<file path="src/logic/hello_pkg.sv">
/*
 * Hello-world register block shared definitions
 * Bus widths, register map and fixed response values
 */

package hello_pkg;

  //----------------------------------------------------------------------
  // Widths
  //----------------------------------------------------------------------
  localparam int unsigned ADDR_WIDTH = 32;
  localparam int unsigned DATA_WIDTH = 32;
  localparam int unsigned STRB_WIDTH = DATA_WIDTH / 8;
  localparam int unsigned RESP_WIDTH = 2;
  localparam int unsigned LED_WIDTH  = 16;

  // OCL byte address
  typedef logic [ADDR_WIDTH-1:0] addr_t;
  // Register data word
  typedef logic [DATA_WIDTH-1:0] data_t;
  // Write byte strobes
  typedef logic [STRB_WIDTH-1:0] strb_t;
  // AXI response code
  typedef logic [RESP_WIDTH-1:0] resp_t;
  // Virtual LED and DIP switch vectors
  typedef logic [LED_WIDTH-1:0]  led_t;

  //----------------------------------------------------------------------
  // Register map and constants
  //----------------------------------------------------------------------
  localparam resp_t RESP_OKAY = 2'b00;

  localparam addr_t HELLO_WORLD_REG_ADDR = 32'h0000_0500;
  localparam addr_t VLED_REG_ADDR        = 32'h0000_0504;

  // Returned for any address outside the map
  localparam data_t UNIMPLEMENTED_REG_VALUE = 32'hDEAD_DEAD;

endpackage

</file>
<file path="src/logic/reg_access_if.sv">
/*
 * Register access link
 * Carries write pulses and read lookups from the OCL slave to the
 * register block
 */

`timescale 1ns/1ps

interface reg_access_if import hello_pkg::*; ();

  // Write side, one pulse per accepted data beat
  logic  wr_en;
  addr_t wr_addr;
  data_t wr_data;

  // Read side, combinational lookup
  addr_t rd_addr;
  data_t rd_data;

  modport slave (
    output wr_en, wr_addr, wr_data, rd_addr,
    input  rd_data
  );

  modport regs (
    input  wr_en, wr_addr, wr_data, rd_addr,
    output rd_data
  );

endinterface

</file>
<file path="src/logic/ocl_slave.sv">
/*
 * OCL AXI-Lite slave
 * Single-beat accesses only, one outstanding write and one outstanding
 * read, every response OKAY
 */

`timescale 1ns/1ps

module ocl_slave import hello_pkg::*; (
  input  logic  clk_main_a0,
  input  logic  rst_main_n_sync,

  input  logic  awvalid,
  input  addr_t awaddr,
  output logic  awready,

  input  logic  wvalid,
  input  data_t wdata,
  input  strb_t wstrb,
  output logic  wready,

  output logic  bvalid,
  output resp_t bresp,
  input  logic  bready,

  input  logic  arvalid,
  input  addr_t araddr,
  output logic  arready,

  output logic  rvalid,
  output data_t rdata,
  output resp_t rresp,
  input  logic  rready,

  reg_access_if.slave regs_if
);

  logic  wr_active;
  addr_t wr_addr_q;
  logic  rd_pending;
  addr_t rd_addr_q;

  logic  aw_hs;
  logic  w_hs;
  logic  ar_hs;

  assign aw_hs = awvalid && awready;
  assign w_hs  = wvalid && wready;
  assign ar_hs = arvalid && arready;

  //----------------------------------------------------------------------
  // Write channel
  //----------------------------------------------------------------------
  assign awready = !wr_active;
  // Data phase closes once the response is raised
  assign wready  = wr_active && wvalid && !bvalid;

  always_ff @(posedge clk_main_a0) begin
    if (!rst_main_n_sync) begin
      wr_active <= 1'b0;
    end else if (wr_active && bvalid && bready) begin
      wr_active <= 1'b0;
    end else if (aw_hs) begin
      wr_active <= 1'b1;
    end
  end

  always_ff @(posedge clk_main_a0) begin
    if (aw_hs) begin
      wr_addr_q <= awaddr;
    end
  end

  always_ff @(posedge clk_main_a0) begin
    if (!rst_main_n_sync) begin
      bvalid <= 1'b0;
    end else if (bvalid && bready) begin
      bvalid <= 1'b0;
    end else if (w_hs) begin
      bvalid <= 1'b1;
    end
  end

  assign bresp = RESP_OKAY;

  // Byte strobes are accepted but every write is a full word
  assign regs_if.wr_en   = w_hs;
  assign regs_if.wr_addr = wr_addr_q;
  assign regs_if.wr_data = wdata;

  //----------------------------------------------------------------------
  // Read channel
  //----------------------------------------------------------------------
  assign arready = !rd_pending && !rvalid;

  always_ff @(posedge clk_main_a0) begin
    if (!rst_main_n_sync) begin
      rd_pending <= 1'b0;
    end else begin
      rd_pending <= ar_hs;
    end
  end

  always_ff @(posedge clk_main_a0) begin
    if (ar_hs) begin
      rd_addr_q <= araddr;
    end
  end

  assign regs_if.rd_addr = rd_addr_q;

  // Lookup result is sampled one cycle after the address is captured
  always_ff @(posedge clk_main_a0) begin
    if (!rst_main_n_sync) begin
      rvalid <= 1'b0;
      rdata  <= '0;
      rresp  <= RESP_OKAY;
    end else if (rvalid && rready) begin
      rvalid <= 1'b0;
      rdata  <= '0;
      rresp  <= RESP_OKAY;
    end else if (rd_pending) begin
      rvalid <= 1'b1;
      rdata  <= regs_if.rd_data;
      rresp  <= RESP_OKAY;
    end
  end

endmodule

</file>
<file path="src/logic/hello_regs.sv">
/*
 * Hello-world and virtual LED registers
 * Hello-world reads back byte-swapped, the LED register shadows its
 * low half
 */

`timescale 1ns/1ps

module hello_regs import hello_pkg::*; (
  input  logic  clk_main_a0,
  input  logic  rst_main_n_sync,

  reg_access_if.regs regs_if,

  output led_t  shadow_leds
);

  data_t hello_world_q;
  data_t hello_world_swapped;
  led_t  vled_q;

  //----------------------------------------------------------------------
  // Hello-world register
  //----------------------------------------------------------------------
  always_ff @(posedge clk_main_a0) begin
    if (!rst_main_n_sync) begin
      hello_world_q <= '0;
    end else if (regs_if.wr_en && (regs_if.wr_addr == HELLO_WORLD_REG_ADDR)) begin
      hello_world_q <= regs_if.wr_data;
    end
  end

  // Byte order reversed on read
  assign hello_world_swapped = {hello_world_q[7:0],
                                hello_world_q[15:8],
                                hello_world_q[23:16],
                                hello_world_q[31:24]};

  //----------------------------------------------------------------------
  // Virtual LED shadow
  //----------------------------------------------------------------------
  always_ff @(posedge clk_main_a0) begin
    if (!rst_main_n_sync) begin
      vled_q <= '0;
    end else begin
      vled_q <= hello_world_q[LED_WIDTH-1:0];
    end
  end

  assign shadow_leds = vled_q;

  // Read mux
  always_comb begin
    case (regs_if.rd_addr)
      HELLO_WORLD_REG_ADDR: begin
        regs_if.rd_data = hello_world_swapped;
      end
      VLED_REG_ADDR: begin
        regs_if.rd_data = data_t'(vled_q);
      end
      default: begin
        regs_if.rd_data = UNIMPLEMENTED_REG_VALUE;
      end
    endcase
  end

endmodule

</file>
<file path="src/logic/vled_ctrl.sv">
/*
 * Virtual LED output
 * Synchronizes the DIP switches and masks the shadow LEDs with them
 */

`timescale 1ns/1ps

module vled_ctrl import hello_pkg::*; #(
  parameter int unsigned VDIP_SYNC_STAGES = 2
) (
  input  logic clk_main_a0,
  input  logic rst_main_n_sync,

  input  led_t shadow_leds,
  input  led_t vdip_in,

  output led_t led_out
);

  led_t sync_q [VDIP_SYNC_STAGES];
  led_t vdip_sync;

  // DIP switch synchronizer chain
  always_ff @(posedge clk_main_a0) begin
    if (!rst_main_n_sync) begin
      for (int i = 0; i < VDIP_SYNC_STAGES; i++) begin
        sync_q[i] <= '0;
      end
    end else begin
      sync_q[0] <= vdip_in;
      for (int i = 1; i < VDIP_SYNC_STAGES; i++) begin
        sync_q[i] <= sync_q[i-1];
      end
    end
  end

  assign vdip_sync = sync_q[VDIP_SYNC_STAGES-1];

  // Switch off means LED off
  always_ff @(posedge clk_main_a0) begin
    if (!rst_main_n_sync) begin
      led_out <= '0;
    end else begin
      led_out <= shadow_leds & vdip_sync;
    end
  end

endmodule

</file>
<file path="src/logic/cl_hello_world.sv">
/*
 * Hello-world custom logic top
 * OCL register slave, hello-world registers and virtual LED output
 */

`timescale 1ns/1ps

module cl_hello_world import hello_pkg::*; #(
  parameter int unsigned VDIP_SYNC_STAGES = 2
) (
  input  logic  clk_main_a0,
  input  logic  rst_main_n_sync,

  // OCL write address
  input  logic  awvalid,
  input  addr_t awaddr,
  output logic  awready,

  // OCL write data
  input  logic  wvalid,
  input  data_t wdata,
  input  strb_t wstrb,
  output logic  wready,

  // OCL write response
  output logic  bvalid,
  output resp_t bresp,
  input  logic  bready,

  // OCL read address
  input  logic  arvalid,
  input  addr_t araddr,
  output logic  arready,

  // OCL read data
  output logic  rvalid,
  output data_t rdata,
  output resp_t rresp,
  input  logic  rready,

  input  led_t  vdip_in,
  output led_t  led_out
);

  reg_access_if regs_if ();

  led_t shadow_leds;

  //----------------------------------------------------------------------
  // Bus slave
  //----------------------------------------------------------------------
  ocl_slave u_ocl_slave (
    .clk_main_a0     (clk_main_a0),
    .rst_main_n_sync (rst_main_n_sync),
    .awvalid         (awvalid),
    .awaddr          (awaddr),
    .awready         (awready),
    .wvalid          (wvalid),
    .wdata           (wdata),
    .wstrb           (wstrb),
    .wready          (wready),
    .bvalid          (bvalid),
    .bresp           (bresp),
    .bready          (bready),
    .arvalid         (arvalid),
    .araddr          (araddr),
    .arready         (arready),
    .rvalid          (rvalid),
    .rdata           (rdata),
    .rresp           (rresp),
    .rready          (rready),
    .regs_if         (regs_if.slave)
  );

  //----------------------------------------------------------------------
  // Registers and LED path
  //----------------------------------------------------------------------
  hello_regs u_hello_regs (
    .clk_main_a0     (clk_main_a0),
    .rst_main_n_sync (rst_main_n_sync),
    .regs_if         (regs_if.regs),
    .shadow_leds     (shadow_leds)
  );

  vled_ctrl #(
    .VDIP_SYNC_STAGES (VDIP_SYNC_STAGES)
  ) u_vled_ctrl (
    .clk_main_a0     (clk_main_a0),
    .rst_main_n_sync (rst_main_n_sync),
    .shadow_leds     (shadow_leds),
    .vdip_in         (vdip_in),
    .led_out         (led_out)
  );

endmodule

</file>
<file path="config.mk">
export PLATFORM = sky130hd
export DESIGN_NAME = cl_hello_world
export DESIGN_NICKNAME = d
export VERILOG_FILES = /design/src/logic/hello_pkg.sv /design/src/logic/reg_access_if.sv /design/src/logic/ocl_slave.sv /design/src/logic/hello_regs.sv /design/src/logic/vled_ctrl.sv /design/src/logic/cl_hello_world.sv
export SDC_FILE = /design/constraint.sdc
export NUM_CORES = 1
export LEC_CHECK = 0
export ABC_AREA = 1
export ABC_CLOCK_PERIOD_IN_PS = 7500
export BUFFER_PORTS_ARGS = -buffer_cell sky130_fd_sc_hd__buf_2
export CAP_MARGIN = 10
export CORE_ASPECT_RATIO = 1.75
export CORE_MARGIN = 2
export CORE_UTILIZATION = 57
export CTS_CLUSTER_DIAMETER = 30
export CTS_CLUSTER_SIZE = 10
export DETAILED_ROUTE_END_ITERATION = 16
export PLACE_DENSITY = 0.84
export SETUP_SLACK_MARGIN = 0.5
export SYNTH_ARGS = -nofsm -noshare
export SYNTH_HDL_FRONTEND = slang
export SYNTH_SLANG_ARGS = --single-unit
</file>
<file path="constraint.sdc">
create_clock -name clk_main_a0 -period 7.5 [get_ports clk_main_a0]
set_input_delay 1.125 -clock clk_main_a0 [delete_from_list [all_inputs] [get_ports clk_main_a0]]
set_output_delay 1.125 -clock clk_main_a0 [all_outputs]
set_load 0.05 [all_outputs]
</file>
==> flow_metrics.tcl <==
set metrics [dict create \
    row_count 54 \
    r2r_end "u_ocl_slave.rdata[5]" \
    cap_violations 0 \
    r2r_slack_ns 5.34 \
    htree_levels 4 \
    hold_path.class "flip-flop to flip-flop" \
    fin_setup_tns_ns 0 \
    cts_num_sinks 196 \
    r2r_start "u_ocl_slave.regs_if.rd_addr[5]" \
    grt_max_degree 85 \
    drc_errors 0 \
    layout_setup_ws_ns 4.70 \
    yosys_warnings 0 \
    die_x_um 89.8 \
    synth_area_mm2 0.00734 \
    synth-seq-cells 196 \
    regArea_mm2 0.00456 \
    grt_util_all_layers_pct 22.8 \
    arrival_ns 3.15 \
    cp.required_ns 7.86 \
    rsz0062_at_grt "no" \
    hpwl_um 11400 \
    placed_area_mm2 0.00820 \
    io_buffers 171 \
    ant_nets 0 \
    dr.first_iter.drc_count 305 \
    cp-end-kind "flip-flop" \
    critPathMaxFanout 84 \
    final_net_count 1123 \
    cts_tree "done" \
    status "complete, no violations" \
    n_fill_cell 943 \
    syn_avg_cell_area_um2 8.73 \
    die_area_mm2 0.0138 \
    placed_cells 1148 \
    cts_buffers 17 \
    path_clk_slew_ns 0.07 \
    gr-total-overflow 0 \
    synth_largest_area_cell "dfxtp_1" \
    routabilityCongestion 0.835 \
    via_per_inst 4.76 \
    floorplan.initialDensity_pct 58.7 \
    drt_first_pass_iters 6 \
    synthCells 841 \
    clkLatencyLatePin_ns 0.43 \
    diodes 0 \
    routedWlPerCell_um 13.2 \
    critPathLaunch "rst_main_n_sync" \
    post-route-period-util_pct 37.3 \
    coreArea_mm2 0.0125 \
    tightest_slew_ns 0.795 \
    min_period_ns 2.80 \
    antenna_found_initial 0 \
    drt-total-wl_um 15600 \
    ir_drop_v 0.000172 \
    critPathCapture "u_ocl_slave.rdata[22]" \
    ctsHoldBuffers 0 \
    pre_cts_ws_ns 4.25 \
    setup_viol 0 \
    ys_seq_area_share_pct 62.2 \
    synth_top_area_share_pct 36.0 \
    max_freq_mhz 358 \
    cts.repair.resized 0 \
    layoutNonFillerInstCount 1181 \
    vias 5620 \
    synthTopCellsByArea "dfxtp_1 (36%), edfxtp_1 (26%), nor2_1 (9.1%)" \
    grt_pass1_wl_um 24600 \
    slew_viol_final 0 \
    p_leak_nw 4.37 \
    synth.distinct_cells 26 \
    multi_input_area_mm2 0.00204 \
    finClkSkew_ns 0.00821 \
    ff2ff_path_depth 8 \
    fin_area_mm2 0.00878 \
    die_h_um 154 \
    area_delta_synth_final_pct 19.6 \
    path_class "primary input to flip-flop" \
    final_hold_viol_count 0 \
    drive_gt1_share_pct 22.3 \
    power.density_mw_per_mm2 252 \
    crit_path_start_kind "primary input" \
    ctsRootBufferMaster "clkbuf_16" \
    postCtsSetupBuffers 0 \
    ioPinCount 180 \
    slew_headroom_pct 47.0 \
    grt_pass1_vias 5410 \
    clock_path_buffers 2 \
]
==> synth_stat cells <==
library cell	count
buf_6	10
nor4_1	1
buf_2	7
edfxtp_1	64
inv_2	1
conb_1	1
nand2_1	164
clkinv_1	1
a21oi_2	1
nand3_2	6
dfxtp_1	132
nor2_1	177
o21ai_0	17
buf_4	5
a21oi_1	7
buf_1	3
inv_1	128
nor3_1	1
clkbuf_1	14
nor2_2	2
nand3_1	86
and2_1	1
nand4_1	6
nor2_4	4
nand2_2	1
buf_8	1
==> registers in the layout, summed over array words and instances (netlist names) <==
register	count
u_hello_regs.hello_world_q	32
u_ocl_slave.rdata	32
u_ocl_slave.regs_if.rd_addr	32
u_ocl_slave.regs_if.wr_addr	32
u_vled_ctrl.sync_q	32
u_hello_regs.shadow_leds	16
u_vled_ctrl.led_out	16
u_ocl_slave.bvalid	1
u_ocl_slave.rd_pending	1
u_ocl_slave.rvalid	1
u_ocl_slave.wr_active	1
==> routing by layer <==
layer | vias up | track usage [%] | part of all wire (%)
met2 | 179 | 42.8 | 54
met4 | 0 | 12.2 | 3.8
met1 | 2513 | 21.9 | 36
met5 | - | 0 | 0
li1 | 2887 | - | -
met3 | 41 | 7.01 | 6.8
==> through the flow <==
step	hold slack, ns	total power (W)	util, %
5_1_grt	0.429	0.00229	70.2
3_3_place_gp	0.394	0.00136	65.6
3_5_place_dp	0.395	0.00137	65.6
4_1_cts	0.410	0.00222	70.2
6_report	0.407	0.00221	70.2
2_1_floorplan	0.390	0.00131	-
==> cell families after synthesis <==
kind of cell | share of synthesized area [%]
AO/OA/AOI/OAI | 1.76
buffers and inverters | 10.2
flip-flops | 62.2
other | 0.0511
AND/OR/NAND/NOR | 25.7
==> power breakdown <==
| part | internal, W | switching [W] | leakage, nW |
|---|---|---|---|
| clock network | 0.000468 | 0.000401 | 0.276 |
| registers | 0.00114 | 0.0000167 | 1.69 |
| logic | 0.0000547 | 0.000127 | 2.40 |
==> layout make-up <==
| cell class | instances | share of cell area [%] |
|---|---|---|
| Inverter | 130 | 5.56 |
| Tap cell | 168 | 2.39 |
| Clock inverter | 14 | 1.60 |
| Multi-Input combinational cell | 478 | 23.3 |
| Sequential cell | 196 | 52.0 |
| Clock buffer | 18 | 4.89 |
| Timing Repair Buffer | 177 | 10.3 |
==> worst max-delay path, cell delays in order <==
cell and delay [ns]:
buf_2 0.08, buf_4 0.61, nand2_1 0.56, inv_1 0.48, o21ai_0 0.15, a21oi_1 0.15
==> worst min-delay path by stage <==
| stage | cells past startpoint | endpoint | startpoint | slack, ns |
|---|---|---|---|---|
| floorplan | 2 | u_vled_ctrl.sync_q[0][16] | u_vled_ctrl.sync_q[0][0] | 0.39 |
| global placement | 2 | u_vled_ctrl.sync_q[0][28] | u_vled_ctrl.sync_q[0][12] | 0.39 |
| detailed placement | 2 | u_vled_ctrl.sync_q[0][17] | u_vled_ctrl.sync_q[0][1] | 0.40 |
| CTS | 2 | u_vled_ctrl.sync_q[0][17] | u_vled_ctrl.sync_q[0][1] | 0.41 |
| global route | 2 | u_vled_ctrl.led_out[0] | u_vled_ctrl.sync_q[0][16] | 0.43 |
| finish | 2 | u_vled_ctrl.sync_q[0][17] | u_vled_ctrl.sync_q[0][1] | 0.41 |
==> layout by cell type, fill, tap and decap left out, types with 5 or more instances in the layout <==
cell       count
o21ai_0       17
nand3_1       86
nor2_1       175
buf_2        171
a21oi_1        7
nand4_1        6
nand2_1      164
clkbuf_16     17
inv_1        128
buf_4          5
nand3_2        6
edfxtp_1      64
inv_6          5
dfxtp_1      132
Note: power is estimated with default switching activity, not from simulation.
